`config.mk`:
```
export PLATFORM = sky130hd
export DESIGN_NAME = monitor_top
export DESIGN_NICKNAME = d
export VERILOG_FILES = /design/src/monitor_pkg.sv /design/src/mem_bus_if.sv /design/src/uart_rx.sv /design/src/uart_tx.sv /design/src/monitor_engine.sv /design/src/sram_port.sv /design/src/monitor_top.sv
export SDC_FILE = /design/constraint.sdc
export NUM_CORES = 1
export LEC_CHECK = 0
export BUFFER_PORTS_ARGS = -buffer_cell sky130_fd_sc_hd__buf_2
export CORE_MARGIN = 2
export CORE_UTILIZATION = 33
export CTS_CLUSTER_SIZE = 40
export DETAILED_ROUTE_END_ITERATION = 10
export GPL_ROUTABILITY_DRIVEN = 1
export SYNTH_ARGS = -nofsm -noshare
export SYNTH_HDL_FRONTEND = slang
export SYNTH_SLANG_ARGS = --single-unit
export TNS_END_PERCENT = 50
```
`constraint.sdc`:
```
create_clock -name clk_in -period 5.3 [get_ports clk_in]
set_clock_uncertainty 0.2 [all_clocks]
set_input_delay 0 -clock clk_in [delete_from_list [all_inputs] [get_ports clk_in]]
set_output_delay 0 -clock clk_in [all_outputs]
set_load 0.05 [all_outputs]
```
`src/monitor_pkg.sv`:
```
`default_nettype none

package monitor_pkg;

    // uart bit period in clk_in cycles
    localparam int CLKS_PER_BIT = 8;
    localparam int CLK_CNT_W    = $clog2(CLKS_PER_BIT);

    // command bytes from the host
    localparam logic [7:0] CMD_WRITE   = 8'h30;
    localparam logic [7:0] CMD_READ    = 8'h31;

    // sent back for anything else
    localparam logic [7:0] REPLY_ERROR = 8'h3F;

    // external word-addressed sram
    localparam int SRAM_ADDR_W = 20;
    localparam int SRAM_DATA_W = 32;

    // strobe low time per access
    localparam int SRAM_WAIT_CYCLES = 2;
    localparam int WAIT_CNT_W       = $clog2(SRAM_WAIT_CYCLES + 1);

endpackage

`default_nettype wire

```
`src/mem_bus_if.sv`:
```
`default_nettype none
`timescale 1ns/1ns

interface mem_bus_if
    import monitor_pkg::*;
();

    logic                   req;
    logic                   we;
    logic [SRAM_ADDR_W-1:0] addr;
    logic [SRAM_DATA_W-1:0] wdata;
    logic [SRAM_DATA_W-1:0] rdata;
    // single-cycle completion pulse
    logic                   ack;

    modport engine (
        output req,
        output we,
        output addr,
        output wdata,
        input  rdata,
        input  ack
    );

    modport port (
        input  req,
        input  we,
        input  addr,
        input  wdata,
        output rdata,
        output ack
    );

endinterface

`default_nettype wire

```
`src/uart_rx.sv`:
```
`default_nettype none
`timescale 1ns/1ns

module uart_rx
    import monitor_pkg::*;
(
    input  logic       clk_in,
    input  logic       reset,
    input  logic       rxd,
    output logic [7:0] byte_data,
    output logic       byte_valid
);

    logic                 rx_meta;
    logic                 rx_sync;
    logic                 active;
    logic [CLK_CNT_W-1:0] clk_cnt;
    logic [3:0]           bit_idx;
    logic [7:0]           shift;
    logic                 sample;

    assign sample = active && (clk_cnt == '0);

    // two-flop synchronizer that idles high
    always_ff @(posedge clk_in) begin
        if (reset) begin
            rx_meta <= 1'b1;
            rx_sync <= 1'b1;
        end else begin
            rx_meta <= rxd;
            rx_sync <= rx_meta;
        end
    end

    always_ff @(posedge clk_in) begin
        if (reset) begin
            active     <= 1'b0;
            clk_cnt    <= '0;
            bit_idx    <= '0;
            byte_valid <= 1'b0;
        end else begin
            byte_valid <= 1'b0;
            if (!active) begin
                if (!rx_sync) begin
                    // first sample lands mid start bit
                    active  <= 1'b1;
                    clk_cnt <= CLK_CNT_W'(CLKS_PER_BIT / 2 - 1);
                    bit_idx <= '0;
                end
            end else if (sample) begin
                clk_cnt <= CLK_CNT_W'(CLKS_PER_BIT - 1);
                bit_idx <= bit_idx + 4'd1;
                if (bit_idx == 4'd0 && rx_sync) begin
                    // glitch rather than a real start bit
                    active <= 1'b0;
                end else if (bit_idx == 4'd9) begin
                    active     <= 1'b0;
                    byte_valid <= rx_sync;
                end
            end else begin
                clk_cnt <= clk_cnt - 1'b1;
            end
        end
    end

    // data bits arrive lsb first
    always_ff @(posedge clk_in) begin
        if (sample && bit_idx >= 4'd1 && bit_idx <= 4'd8) begin
            shift <= {rx_sync, shift[7:1]};
        end
        if (sample && bit_idx == 4'd9) begin
            byte_data <= shift;
        end
    end

endmodule

`default_nettype wire

```
`src/uart_tx.sv`:
```
`default_nettype none
`timescale 1ns/1ns

module uart_tx
    import monitor_pkg::*;
(
    input  logic       clk_in,
    input  logic       reset,
    input  logic [7:0] tx_data,
    input  logic       tx_start,
    output logic       txd,
    output logic       busy
);

    logic [CLK_CNT_W-1:0] clk_cnt;
    logic [3:0]           bit_cnt;
    // data bits then the stop bit
    logic [8:0]           shift;

    always_ff @(posedge clk_in) begin
        if (reset) begin
            txd     <= 1'b1;
            busy    <= 1'b0;
            clk_cnt <= '0;
            bit_cnt <= '0;
        end else if (!busy) begin
            if (tx_start) begin
                txd     <= 1'b0;
                busy    <= 1'b1;
                clk_cnt <= CLK_CNT_W'(CLKS_PER_BIT - 1);
                bit_cnt <= '0;
            end
        end else if (clk_cnt == '0) begin
            clk_cnt <= CLK_CNT_W'(CLKS_PER_BIT - 1);
            if (bit_cnt == 4'd9) begin
                // stop bit done and line already high
                busy <= 1'b0;
            end else begin
                txd     <= shift[0];
                bit_cnt <= bit_cnt + 4'd1;
            end
        end else begin
            clk_cnt <= clk_cnt - 1'b1;
        end
    end

    always_ff @(posedge clk_in) begin
        if (!busy && tx_start) begin
            shift <= {1'b1, tx_data};
        end else if (busy && clk_cnt == '0) begin
            shift <= {1'b1, shift[8:1]};
        end
    end

endmodule

`default_nettype wire

```
`src/monitor_engine.sv`:
```
`default_nettype none
`timescale 1ns/1ns

module monitor_engine
    import monitor_pkg::*;
(
    input  logic       clk_in,
    input  logic       reset,
    input  logic [7:0] byte_data,
    input  logic       byte_valid,
    mem_bus_if.engine  mem,
    output logic [7:0] tx_data,
    output logic       tx_start,
    input  logic       tx_busy
);

    typedef enum logic [3:0] {
        S_IDLE,
        S_ADDR,
        S_COUNT,
        S_DATA,
        S_MEM_WR,
        S_MEM_RD,
        S_SEND,
        S_ERROR,
        S_DRAIN
    } state_t;

    state_t      state;
    logic [1:0]  byte_cnt;
    logic [31:0] count;
    logic [31:0] word;
    logic        buf_valid;
    logic [7:0]  buf_data;

    logic        in_valid;
    logic [7:0]  in_data;
    logic        consume;
    logic        buf_load;
    logic [31:0] word_next;
    logic        tx_ready;
    logic        last_byte;
    logic        last_word;

    // a held byte goes ahead of a fresh one
    assign in_valid  = buf_valid || byte_valid;
    assign in_data   = buf_valid ? buf_data : byte_data;
    assign consume   = in_valid && (state inside {S_IDLE, S_ADDR, S_COUNT, S_DATA});
    assign buf_load  = byte_valid && (state == S_MEM_WR || (consume && buf_valid));
    // little-endian assembly
    assign word_next = {in_data, word[31:8]};
    // busy lags tx_start by one cycle
    assign tx_ready  = !tx_busy && !tx_start;
    assign last_byte = (byte_cnt == 2'd3);
    assign last_word = (count == 32'd1);

    always_ff @(posedge clk_in) begin
        if (reset) begin
            state     <= S_IDLE;
            byte_cnt  <= '0;
            count     <= '0;
            mem.req   <= 1'b0;
            mem.we    <= 1'b0;
            tx_start  <= 1'b0;
            buf_valid <= 1'b0;
        end else begin
            tx_start <= 1'b0;
            if (buf_load) begin
                buf_valid <= 1'b1;
            end else if (consume) begin
                buf_valid <= 1'b0;
            end
            case (state)
                S_IDLE: if (consume) begin
                    byte_cnt <= '0;
                    if (in_data == CMD_WRITE) begin
                        mem.we <= 1'b1;
                        state  <= S_ADDR;
                    end else if (in_data == CMD_READ) begin
                        mem.we <= 1'b0;
                        state  <= S_ADDR;
                    end else begin
                        state <= S_ERROR;
                    end
                end
                S_ADDR: if (consume) begin
                    byte_cnt <= byte_cnt + 2'd1;
                    if (last_byte) state <= S_COUNT;
                end
                S_COUNT: if (consume) begin
                    byte_cnt <= byte_cnt + 2'd1;
                    if (last_byte) begin
                        count <= word_next;
                        // zero count is a silent no-op
                        if (word_next == 32'd0) begin
                            state <= S_IDLE;
                        end else if (mem.we) begin
                            state <= S_DATA;
                        end else begin
                            mem.req <= 1'b1;
                            state   <= S_MEM_RD;
                        end
                    end
                end
                S_DATA: if (consume) begin
                    byte_cnt <= byte_cnt + 2'd1;
                    if (last_byte) begin
                        mem.req <= 1'b1;
                        state   <= S_MEM_WR;
                    end
                end
                S_MEM_WR: if (mem.ack) begin
                    mem.req <= 1'b0;
                    count   <= count - 32'd1;
                    state   <= last_word ? S_IDLE : S_DATA;
                end
                S_MEM_RD: if (mem.ack) begin
                    mem.req <= 1'b0;
                    state   <= S_SEND;
                end
                S_SEND: if (tx_ready) begin
                    tx_start <= 1'b1;
                    byte_cnt <= byte_cnt + 2'd1;
                    if (last_byte) begin
                        count <= count - 32'd1;
                        if (last_word) begin
                            state <= S_DRAIN;
                        end else begin
                            mem.req <= 1'b1;
                            state   <= S_MEM_RD;
                        end
                    end
                end
                S_ERROR: if (tx_ready) begin
                    tx_start <= 1'b1;
                    state    <= S_DRAIN;
                end
                // hold until the last reply byte is out
                S_DRAIN: if (tx_ready) state <= S_IDLE;
                default: state <= S_IDLE;
            endcase
        end
    end

    always_ff @(posedge clk_in) begin
        if (buf_load) buf_data <= byte_data;
        case (state)
            S_ADDR: if (consume) begin
                word <= word_next;
                if (last_byte) mem.addr <= word_next[SRAM_ADDR_W-1:0];
            end
            S_COUNT: if (consume) word <= word_next;
            S_DATA: if (consume) begin
                word <= word_next;
                if (last_byte) mem.wdata <= word_next;
            end
            S_MEM_WR: if (mem.ack) mem.addr <= mem.addr + 1'b1;
            S_MEM_RD: if (mem.ack) word <= mem.rdata;
            S_SEND: if (tx_ready) begin
                tx_data <= word[7:0];
                word    <= {8'h00, word[31:8]};
                if (last_byte) mem.addr <= mem.addr + 1'b1;
            end
            S_ERROR: tx_data <= REPLY_ERROR;
            default: ;
        endcase
    end

endmodule

`default_nettype wire

```
`src/sram_port.sv`:
```
`default_nettype none
`timescale 1ns/1ns

module sram_port
    import monitor_pkg::*;
(
    input  logic                   clk_in,
    input  logic                   reset,
    mem_bus_if.port                mem,
    output logic [SRAM_ADDR_W-1:0] sram_addr,
    output logic [SRAM_DATA_W-1:0] sram_dq_out,
    input  logic [SRAM_DATA_W-1:0] sram_dq_in,
    output logic                   sram_dq_oe,
    output logic                   sram_ce_n,
    output logic                   sram_oe_n,
    output logic                   sram_we_n
);

    logic                  active;
    logic [WAIT_CNT_W-1:0] wait_cnt;
    logic                  start;
    logic                  last_low;

    // req is still high in the ack cycle
    assign start    = mem.req && !active && !mem.ack;
    assign last_low = active && (wait_cnt == '0);

    always_ff @(posedge clk_in) begin
        if (reset) begin
            active     <= 1'b0;
            wait_cnt   <= '0;
            mem.ack    <= 1'b0;
            sram_ce_n  <= 1'b1;
            sram_oe_n  <= 1'b1;
            sram_we_n  <= 1'b1;
            sram_dq_oe <= 1'b0;
        end else begin
            mem.ack <= 1'b0;
            if (start) begin
                active     <= 1'b1;
                wait_cnt   <= WAIT_CNT_W'(SRAM_WAIT_CYCLES - 1);
                sram_ce_n  <= 1'b0;
                sram_oe_n  <= mem.we;
                sram_we_n  <= !mem.we;
                sram_dq_oe <= mem.we;
            end else if (last_low) begin
                active     <= 1'b0;
                mem.ack    <= 1'b1;
                sram_ce_n  <= 1'b1;
                sram_oe_n  <= 1'b1;
                sram_we_n  <= 1'b1;
                sram_dq_oe <= 1'b0;
            end else if (active) begin
                wait_cnt <= wait_cnt - 1'b1;
            end
        end
    end

    always_ff @(posedge clk_in) begin
        if (start) begin
            sram_addr   <= mem.addr;
            sram_dq_out <= mem.wdata;
        end
        // sample at the end of the last low cycle
        if (last_low && sram_we_n) begin
            mem.rdata <= sram_dq_in;
        end
    end

endmodule

`default_nettype wire

```
`src/monitor_top.sv`:
```
`default_nettype none
`timescale 1ns/1ns

module monitor_top
    import monitor_pkg::*;
(
    input  logic                   clk_in,
    input  logic                   reset,
    input  logic                   rxd,
    output logic                   txd,
    output logic [SRAM_ADDR_W-1:0] sram_addr,
    output logic [SRAM_DATA_W-1:0] sram_dq_out,
    input  logic [SRAM_DATA_W-1:0] sram_dq_in,
    output logic                   sram_dq_oe,
    output logic                   sram_ce_n,
    output logic                   sram_oe_n,
    output logic                   sram_we_n
);

    logic [7:0] byte_data;
    logic       byte_valid;
    logic [7:0] tx_data;
    logic       tx_start;
    logic       tx_busy;

    mem_bus_if mem_bus ();

    uart_rx u_rx (
        .clk_in     (clk_in),
        .reset      (reset),
        .rxd        (rxd),
        .byte_data  (byte_data),
        .byte_valid (byte_valid)
    );

    monitor_engine u_engine (
        .clk_in     (clk_in),
        .reset      (reset),
        .byte_data  (byte_data),
        .byte_valid (byte_valid),
        .mem        (mem_bus.engine),
        .tx_data    (tx_data),
        .tx_start   (tx_start),
        .tx_busy    (tx_busy)
    );

    sram_port u_sram (
        .clk_in      (clk_in),
        .reset       (reset),
        .mem         (mem_bus.port),
        .sram_addr   (sram_addr),
        .sram_dq_out (sram_dq_out),
        .sram_dq_in  (sram_dq_in),
        .sram_dq_oe  (sram_dq_oe),
        .sram_ce_n   (sram_ce_n),
        .sram_oe_n   (sram_oe_n),
        .sram_we_n   (sram_we_n)
    );

    uart_tx u_tx (
        .clk_in   (clk_in),
        .reset    (reset),
        .tx_data  (tx_data),
        .tx_start (tx_start),
        .txd      (txd),
        .busy     (tx_busy)
    );

endmodule

`default_nettype wire

```
# Word-level counts from Yosys, hierarchy flattened
# Cells that the tools add are included.
[op_classes]
bitwise = 5
addsub = 8
magnitude_cmp = 2
eq_ne = 37
reduce_logical = 60
n_mux = 98
[op_table]
columns = ["cell", "count"]
rows = [
  ["32-bit two-way mux", 8],
  ["32-bit case mux with 3 select lines", 2],
  ["20-bit two-way mux", 5],
  ["4-bit two-way mux", 23],
  ["20-bit case mux with 3 select lines", 1],
  ["1-bit two-way mux", 39],
  ["4-bit case mux with 9 select lines", 1],
  ["32-bit by 1-bit equality test with 1-bit output (second input constant)", 1],
  ["32-bit logical NOT", 1],
  ["8-bit two-way mux", 4],
  ["2-bit by 1-bit inequality test with 1-bit output (second input constant)", 16],
  ["32-bit by 1-bit subtractor with 32-bit output (second input constant)", 1],
  ["3-bit two-way mux", 8],
  ["20-bit by 1-bit adder with 20-bit output (second input constant)", 1],
  ["4-bit by 3-bit equality test with 1-bit output (second input constant)", 4],
  ["8-bit by 6-bit equality test with 1-bit output (second input constant)", 2],
  ["8-bit case mux with 2 select lines", 1],
  ["1-bit logical AND", 15],
  ["2-bit inequality test (second input constant)", 7],
  ["2-bit nonzero test", 7],
  ["13-bit AND reduction", 1],
  ["4-bit equality test (second input constant)", 3],
  ["6-bit AND reduction", 2],
  ["3-bit nonzero test", 4],
  ["26 further kinds", 53],
]
[word_totals]
register_bits = 278
output_inout_bits = 57

# Logic depth before layout (Yosys ltp)
# Gate-level depths: netlist of the first run.
[depth]
depth_word = 7
ltp_mapped = 9

# Modules after synthesis
# A second synthesis of the first run with hierarchy kept.
[unflattened]
hier_cells = 961
area_unflattened_um2 = 11897.7
[modules_own_cells]
columns = ["mod", "cells_per_inst", "seq_area_each_um2", "instances", "area_each_um2"]
rows = [
  ["monitor_engine", 679, 3843.7, 1, 7151.9],
  ["sram_port", 118, 2682.6, 1, 2855.2],
  ["uart_rx", 76, 700.7, 1, 1027.2],
  ["uart_tx", 88, 420.4, 1, 863.3],
]

# Worst setup path after synthesis of the first run
# No wires, ideal clock.
[synth_timing]
path_type = "register to register"
from = "reg u_engine.buf_valid"
to = "reg u_engine.word[0] (enable)"
period_less_slack_ps = 3752
arrival_ps = 3120
path_stages_with_launch = 6
setup_time_ps = 432
setup_slack_ps = 1548
cell_sequence = "dfxtp_1 -> clkbuf_1 -> buf_1 -> nor4b_1 -> or4_1 -> a21oi_1"
[synth_between]
elab_chain_cells = 4
[synth_rtl]
columns = ["element", "line_no", "rtl"]
rows = [
  ["start, declared", "monitor_engine.sv:33", "logic buf_valid;"],
  ["start signal, assigned", "monitor_engine.sv:65", "buf_valid <= 1'b0;"],
  ["start signal, assigned", "monitor_engine.sv:69", "buf_valid <= 1'b1;"],
  ["start signal, assigned", "monitor_engine.sv:71", "buf_valid <= 1'b0;"],
  ["1-bit logical OR", "monitor_engine.sv:46", "assign in_valid = buf_valid || byte_valid;"],
  ["1-bit logical AND", "monitor_engine.sv:48", "assign consume = in_valid && (state inside {S_IDLE, S_ADDR, S_COUNT, S_DATA});"],
  ["2-bit by 1-bit inequality test with 1-bit output (no source line)", "-", ""],
  ["4-bit AND reduction (no source line)", "-", ""],
  ["end signal, assigned", "monitor_engine.sv:149", "word <= word_next;"],
  ["end signal, assigned", "monitor_engine.sv:152", "S_COUNT: if (consume) word <= word_next;"],
  ["end signal, assigned", "monitor_engine.sv:154", "word <= word_next;"],
  ["end, declared", "monitor_engine.sv:32", "logic [31:0] word;"],
]
# Every way passes these cells.
# A chain may end at the register's enable or synchronous reset.

# Worst setup path in the final report of the first run
[layout_timing]
from = "reg u_engine.buf_valid"
to = "reg u_engine.count[23]"
[layout_between]
elab_chain_cells = 4
[layout_rtl]
columns = ["element", "line_no", "rtl"]
rows = [
  ["1-bit logical OR", "monitor_engine.sv:46", ""],
  ["1-bit logical AND", "monitor_engine.sv:48", ""],
  ["2-bit by 1-bit inequality test with 1-bit output (no source line)", "-", ""],
  ["6-bit AND reduction (no source line)", "-", ""],
  ["end signal, assigned", "monitor_engine.sv:93", "count <= word_next;"],
  ["end signal, assigned", "monitor_engine.sv:114", "count <= count - 32'd1;"],
  ["end signal, assigned", "monitor_engine.sv:125", "count <= count - 32'd1;"],
  ["end, declared", "monitor_engine.sv:31", "logic [31:0] count;"],
]
# Every way passes these cells.

==> results of run 1 <==
logic make-up (layout without fill, tap and decap cells):
logic type / Yosys count / in the layout / synth area share
mux: 43 / 43 / 0.04081
xor+xnor: 22 / 22 / 0.01654
flops: 278 / 278 / 0.6564
compound gates: 203 / 203 / 0.1076
fa+ha+maj: 15 / 15 / 0.01611
buf+inv: 69 / 246 / 0.02352
simple gates: 314 / 314 / 0.1391
worst max path at each step:
stage	endpoint	slack [ns]	depth (start not counted)
after floorplan	u_engine.word[0]	1.55	5
after global placement	u_engine.count[27]	2.45	8
after detailed placement	u_engine.mem.wdata[27]	2.45	3
after CTS	u_engine.mem.wdata[25]	2.44	3
after global routing	u_engine.count[27]	2.18	7
final	u_engine.count[23]	2.39	6
metal layers:
metal / track usage / share of wire / vias to the layer above
met5: 0 / 0 / -
met2: 0.2355 / 0.47 / 176
met3: 0.02247 / 0.047 / 52
met4: 0.04704 / 0.031 / 0
met1: 0.1991 / 0.45 / 3852
li1: - / - / 3848
registers in the layout (all words and copies together) (netlist names), 3 cells and up:
name	count
u_engine.buf_data	8
u_engine.count	32
u_engine.mem.addr	20
u_engine.mem.wdata	32
u_engine.state	4
u_engine.tx_data	8
u_engine.word	32
u_rx.bit_idx	4
u_rx.byte_data	8
u_rx.clk_cnt	3
u_rx.shift	8
u_sram.mem.rdata	32
u_sram.sram_addr	20
u_sram.sram_dq_out	32
u_tx.bit_cnt	4
u_tx.clk_cnt	3
u_tx.shift	8
critical path, delay by kind of cell, from the launching register on:
family / cells / cell delay (ns)
AOI/OAI and AO/OA: 5 / 1.37
buffers and inverters: 1 / 0.43
DFF: 1 / 0.80
area by class of cell:
| cell class | count | share of cell area |
|---|---|---|
| Sequential cell | 278 | 0.5370 |
| Multi-Input combinational cell | 597 | 0.2646 |
| Timing Repair Buffer | 170 | 0.08540 |
| Clock buffer | 34 | 0.05228 |
| Tap cell | 455 | 0.03998 |
| Clock inverter | 19 | 0.01467 |
| Inverter | 23 | 0.006062 |
report_power, final:
group | total (W) | internal, W | leakage [nW] | switching, W
registers | 0.00289 | 0.00269 | 2.45 | 0.000202
logic | 0.00114 | 0.000363 | 1.92 | 0.000775
clock network | 0.00204 | 0.00120 | 0.449 | 0.000841
total | 0.00607 | 0.00425 | 4.82 | 0.00182
synth_stat cells, types with 8 or more instances:
master / number / area (µm²)
nor3b_1: 9 / 67.56
a31oi_1: 8 / 50.05
xor2_1: 14 / 122.6
edfxtp_1: 208 / 6246
nor3_1: 25 / 125.1
mux2_2: 36 / 405.4
a211oi_1: 15 / 112.6
xnor2_1: 8 / 70.07
nand2b_1: 21 / 131.4
o22ai_1: 8 / 50.05
a21oi_1: 64 / 320.3
o21ai_0: 56 / 280.3
nor2_1: 75 / 281.5
nand2_1: 80 / 300.3
buf_1: 8 / 30.03
nor4_1: 14 / 87.58
clkbuf_1: 31 / 116.4
ha_1: 15 / 187.7
inv_1: 22 / 82.58
nand3_1: 22 / 110.1
dfxtp_1: 70 / 1401
and2_1: 9 / 56.30
layout by cell type, fill, tap and decap left out, types with 9 or more instances in the layout:
master         count
buf_2             91
nor3_1            24
ha_1              15
nand3_1           22
nor2_1            75
a211oi_1          15
and2_1             9
inv_1             21
mux2_2            36
nand2_1           80
a21oi_1           63
edfxtp_1         208
dfxtp_1           70
xor2_1            14
o21ai_0           56
nor4_1            14
dlygate4sd3_1     67
nor3b_1            9
buf_4             12
clkbuf_16         29
nand2b_1          21
stage by stage:
stage                     worst slack (ns)  power, W  hold WS [ns]    util
after floorplan                      1.548  0.003678       -0.1011       -
after global placement               2.453  0.004022      -0.02137  0.3644
after detailed placement             2.448  0.004037      -0.02127  0.3644
after CTS                            2.436  0.006112        0.2125  0.4113
after global routing                 2.185  0.006339        0.2269  0.4113
final                                2.388  0.006067        0.2106  0.4113
==> impl_metrics.env, run 1 <==
export IMPL_placed_cells=1456
export IMPL_fin_area_um2=14240
export IMPL_max_stage_delay_ns=0.80
export IMPL_place_congestion=0.8073
export IMPL_drtPass1Iterations=5
export IMPL_hp_start="u_rx.rx_meta"
export IMPL_die_area_um2=36830
export IMPL_wl_per_cell_um=16.99
export IMPL_max_slew_margin=0.2252
export IMPL_clock_sinks=278
export IMPL_required_ns=5.54
export IMPL_grt_max_degree=63
export IMPL_fillers=3239
export IMPL_cp_end_kind="flop"
export IMPL_worstSetupStartpointType="flop"
export IMPL_routed_wl_mm=26.78
export IMPL_ctsResizeCount=0
export IMPL_hold_viol=0
export IMPL_min_delay_path_class="reg -> reg"
export IMPL_final_cells=1576
export IMPL_track_usage=0.1452
export IMPL_setup_violations=0
export IMPL_clock_latency_ns=0.55
export IMPL_netlist_instances=944
export IMPL_worstSetupStartpoint="u_engine.buf_valid"
export IMPL_maxSlewViolCount=0
export IMPL_grt_pass1_wl_mm=42.02
export IMPL_whs_path_depth=1
export IMPL_syn_to_final_growth_pct=22.23
export IMPL_ys_ff_latch=278
export IMPL_rsz0062_at_grt="false"
export IMPL_antenna_left=0
export IMPL_synth_cell_type_count=69
export IMPL_synth_avg_cell_area_um2=12.34
export IMPL_cts_hold_buf=67
export IMPL_cp_data_arrival_time_ns=3.15
export IMPL_synthArstFlopShare=0
export IMPL_fmax_ghz=0.3434
export IMPL_h_tree_depth=1
export IMPL_grt_pass1_vias=7613
export IMPL_path_clk_slew_ns=0.06
export IMPL_antenna_found_initial=0
export IMPL_status="finished clean"
export IMPL_core_area_um2=34630
export IMPL_io_buffer_count=91
export IMPL_synth_area_um2=11650
export IMPL_ys_flop_type="edfxtp_1"
export IMPL_p_leak_nw=4.821
export IMPL_cp_slowest_cell="dfxtp_1"
export IMPL_cts_setup_buffers=0
export IMPL_drt_iter0_markers=552
export IMPL_overflow=0
export IMPL_floorplan_die_height_um=191.9
export IMPL_period_needed_ns=2.912
export IMPL_multiInputGateArea_um2=3769
export IMPL_drc=0
export IMPL_dp_hpwl_mm=17.10
export IMPL_worst_slew_pin_slew_ns=1.153
export IMPL_synth_edf_count=208
export IMPL_pin_count=92
export IMPL_ys_warn_count=0
export IMPL_regArea_um2=7647
export IMPL_placementRows=68
export IMPL_initial_core_util=0.3365
export IMPL_r2r_start="u_engine.buf_valid"
export IMPL_r2r_end="u_engine.count[23]"
export IMPL_numCtsBuffers=29
export IMPL_finalCritPeriodShare=0.5494
export IMPL_criticalPathCategory="reg -> reg"
export IMPL_maxCapViolCount=0
export IMPL_worstPathCellList="o21bai_1 -> a21oi_1 -> o21a_1 -> buf_4 -> o21ai_0 -> a32o_1"
export IMPL_fp_dieW_um=191.9
export IMPL_reg2reg_depth=6
export IMPL_p_per_area_nw_per_um2=426.0
export IMPL_clockBufferDepth=3
export IMPL_antenna_cells=0
export IMPL_placed_area_um2=12620
export IMPL_synth_nets=994
export IMPL_hold_end="u_rx.rx_sync"
export IMPL_setup_tns_ns=0
export IMPL_layout_drive_gt1_share=0.1820
export IMPL_vias=7928
export IMPL_routed_via_density=5.030
export IMPL_root_buffer="clkbuf_16"
export IMPL_cts_tree="built"
export IMPL_vdd_ir_drop_worst_mv=0.2450
export IMPL_cp_max_fo=36
export IMPL_fin_nets=1149
export IMPL_reg2reg_slack_ns=2.39
export IMPL_yosysSeqAreaShare=0.6564
(Power assumes the default switching activity.)
==> inputs of run 2 (changes only) <==
--- a/config.mk
+++ b/config.mk
@@ -5,6 +5,7 @@
 export SDC_FILE = /design/constraint.sdc
 export NUM_CORES = 1
 export LEC_CHECK = 0
+export ABC_AREA = 1
 export BUFFER_PORTS_ARGS = -buffer_cell sky130_fd_sc_hd__buf_2
 export CORE_MARGIN = 2
 export CORE_UTILIZATION = 33
==> constraint.sdc (replaced) <==
create_clock -name clk_in -period 2.95 [get_ports clk_in]
set_clock_uncertainty 0.2 [all_clocks]
set_input_delay 0 -clock clk_in [delete_from_list [all_inputs] [get_ports clk_in]]
set_output_delay 0 -clock clk_in [all_outputs]
set_load 0.05 [all_outputs]
==> run 2 against run 1 <==
Against the previous run: final area grew 3.3%; total power grew 130%; maximum frequency grew 16%; wire length grew 8.0%; area after synthesis grew 2.8%; sequential cell count is the same; sequential share of layout area shrank 1.7 points; count of clock-buffer cells in the layout shrank 1; combinational power grew to 4.1 times the previous value; worst setup slack lost 1.9 ns.
==> impl_metrics.env, run 2 <==
export IMPL_use_met2=0.2532
export IMPL_power_switching_w=0.005470
export IMPL_pin_count=92
export IMPL_drc=0
export IMPL_period_needed_ns=2.503
export IMPL_maxCapViolCount=0
export IMPL_rsz0062_at_grt="false"
export IMPL_drt_iter0_markers=547
export IMPL_ctsResizeCount=0
export IMPL_place_congestion=0.9023
export IMPL_status="finished clean"
export IMPL_track_usage=0.1520
export IMPL_cp_data_arrival_time_ns=2.78
export IMPL_use_met1=0.2028
export IMPL_routed_via_density=4.736
export IMPL_netlist_instances=1218
export IMPL_synth_top_area_cell="edfxtp_1"
export IMPL_routed_wl_mm=28.92
export IMPL_synth_top_cells_by_count="352 x nand2_1, 208 x edfxtp_1, 146 x nor2_1, 100 x inv_1, 70 x dfxtp_1"
export IMPL_placementRows=69
export IMPL_initial_core_util=0.3361
export IMPL_antenna_cells=0
export IMPL_multiInputGateArea_um2=3792
export IMPL_p_per_area_nw_per_um2=967.5
export IMPL_synth_avg_cell_area_um2=9.838
export IMPL_clockBufferDepth=3
export IMPL_synth_edf_count=208
export IMPL_netSwitchingFraction=0.3843
export IMPL_syn_to_final_growth_pct=22.75
export IMPL_synth_area_um2=11980
export IMPL_numCtsBuffers=31
export IMPL_cp_max_fo=23
export IMPL_core_area_um2=35660
export IMPL_synth_nets=1268
export IMPL_clock_latency_ns=0.57
export IMPL_hold_viol=0
export IMPL_cts_tree="built"
export IMPL_fmax_ghz=0.3995
export IMPL_grt_pass1_wl_mm=45.91
export IMPL_top_usage_layer="met2"
export IMPL_finalCoreUtilization=0.4125
export IMPL_worst_slew_pin_slew_ns=1.119
export IMPL_placed_area_um2=13050
export IMPL_synth_area_top_cells="edfxtp_1 52%, dfxtp_1 12%, nand2_1 11%"
export IMPL_yosysMostFrequentCell="nand2_1"
export IMPL_fin_area_um2=14710
export IMPL_pwr_share_clk=0.260
export IMPL_wl_per_cell_um=15.37
export IMPL_layout_common_cells="352 x nand2_1, 208 x edfxtp_1, 144 x nor2_1"
export IMPL_required_ns=3.22
export IMPL_antenna_found_initial=0
export IMPL_h_tree_depth=1
export IMPL_power_w=0.01423
export IMPL_fillers=3445
export IMPL_power_frac_seq=0.416
export IMPL_drtPass1Iterations=5
export IMPL_io_buffer_count=91
export IMPL_synth_cell_type_count=46
export IMPL_min_delay_path_class="in -> reg"
export IMPL_path_clk_slew_ns=0.06
export IMPL_criticalPathCategory="reg -> reg"
export IMPL_fin_nets=1447
export IMPL_layout_commonest_cell="nand2_1"
export IMPL_overflow=0
export IMPL_grt_pass1_vias=8629
export IMPL_floorplan_die_height_um=194.6
export IMPL_setup_violations=0
export IMPL_p_int_w=0.008761
export IMPL_synthArstFlopShare=0
export IMPL_worstSetupStartpointType="flop"
export IMPL_antenna_left=0
export IMPL_max_slew_margin=0.2460
export IMPL_clock_sinks=278
export IMPL_synth_top_area_share=0.5212
export IMPL_cp_end_kind="flop"
export IMPL_root_buffer="clkbuf_16"
export IMPL_ys_warn_count=0
export IMPL_ys_flop_type="edfxtp_1"
export IMPL_layout_drive_gt1_share=0.1422
export IMPL_regArea_um2=7647
export IMPL_grt_max_degree=53
export IMPL_maxSlewViolCount=0
export IMPL_use_met3=0.02221
export IMPL_ys_ff_latch=278
export IMPL_fp_dieW_um=194.6
export IMPL_die_area_um2=37850
export IMPL_p_leak_nw=5.757
export IMPL_finalCritPeriodShare=0.8485
export IMPL_dp_hpwl_mm=20.31
export IMPL_yosysSeqAreaShare=0.6382
export IMPL_pwr_share_comb=0.325
export IMPL_vias=8914
export IMPL_vdd_ir_drop_worst_mv=0.5880
-- run 2: cell families after synthesis --
family,Yosys count,share of synthesized area
DFF,278,0.6382
adders and majority gates,15,0.01566
buffers and inverters,142,0.04845
xor gates and xnor gates,13,0.009502
AOI/OAI and AO/OA,172,0.08165
and+or+nand+nor,598,0.2065
-- run 2: critical path, cell delays in order, from the launching register on --
cell and delay [ns]:
dfxtp_1 0.57, inv_2 0.21, nand2_2 0.15, nand2_1 0.13, nand2_2 0.12, nand2_1 0.09, nor2_4 0.12, buf_4 0.23
inv_2 0.22, a21oi_1 0.19, o21ai_1 0.09, a21oi_1 0.11
-- run 2: path summary, 6_finish.rpt --
kind	end	cells past startpoint	startpoint	slack (ns)
max reg2reg	u_engine.count[25]	11	u_engine.buf_valid	0.45
min reg2reg	u_rx.rx_sync	1	u_rx.rx_meta	0.21
min	u_sram.sram_we_n	4	reset	0.20
max	u_engine.count[25]	11	u_engine.buf_valid	0.45
-- run 2: layout make-up --
type / count / area share
Timing Repair Buffer: 177 / 0.08813
Inverter: 111 / 0.02833
Tap cell: 461 / 0.03921
Clock buffer: 33 / 0.05325
Clock inverter: 24 / 0.01335
Sequential cell: 278 / 0.5199
Multi-Input combinational cell: 798 / 0.2578
-- run 2: power by group through the flow --
stage / clock, W / sequential (W) / combinational (W)
finish: 0.00369 / 0.00591 / 0.00462
detailed placement: 0 / 0.00599 / 0.00452
global placement: 0 / 0.00598 / 0.00447
floorplan: 0 / 0.00629 / 0.00287
CTS: 0.00378 / 0.00592 / 0.00461
global route: 0.00394 / 0.00601 / 0.00517
-- run 2: per-stage QoR --
step	setup TNS, ns	instances	setup slack (ns)	hold WS [ns]
4_1_cts	0	1882	0.4785	0.2159
3_3_place_gp	0	1757	0.5988	-0.02166
2_1_floorplan	-6.853	1218	-0.3427	-0.1011
3_5_place_dp	0	1757	0.4986	-0.02117
6_report	0	1882	0.4468	0.2025
5_1_grt	0	1882	0.1689	0.2232
-- run 2: routing by layer --
metal  routed length (µm)  vias to the layer above
li1                     -                     4469
met1                12990                     4166
met2                13510                      218
met3                 1453                       61
met4                  971                        0
met5                    0                        -
-- run 2: what timing repair did --
| item | CTS | global route |
|---|---|---|
| hold buffers | 68 | 0 |
| hold endpoints to repair | 85 | 0 |
| endpoints found under the setup margin | 0 | 0 |
| buffers inserted | 0 | 0 |
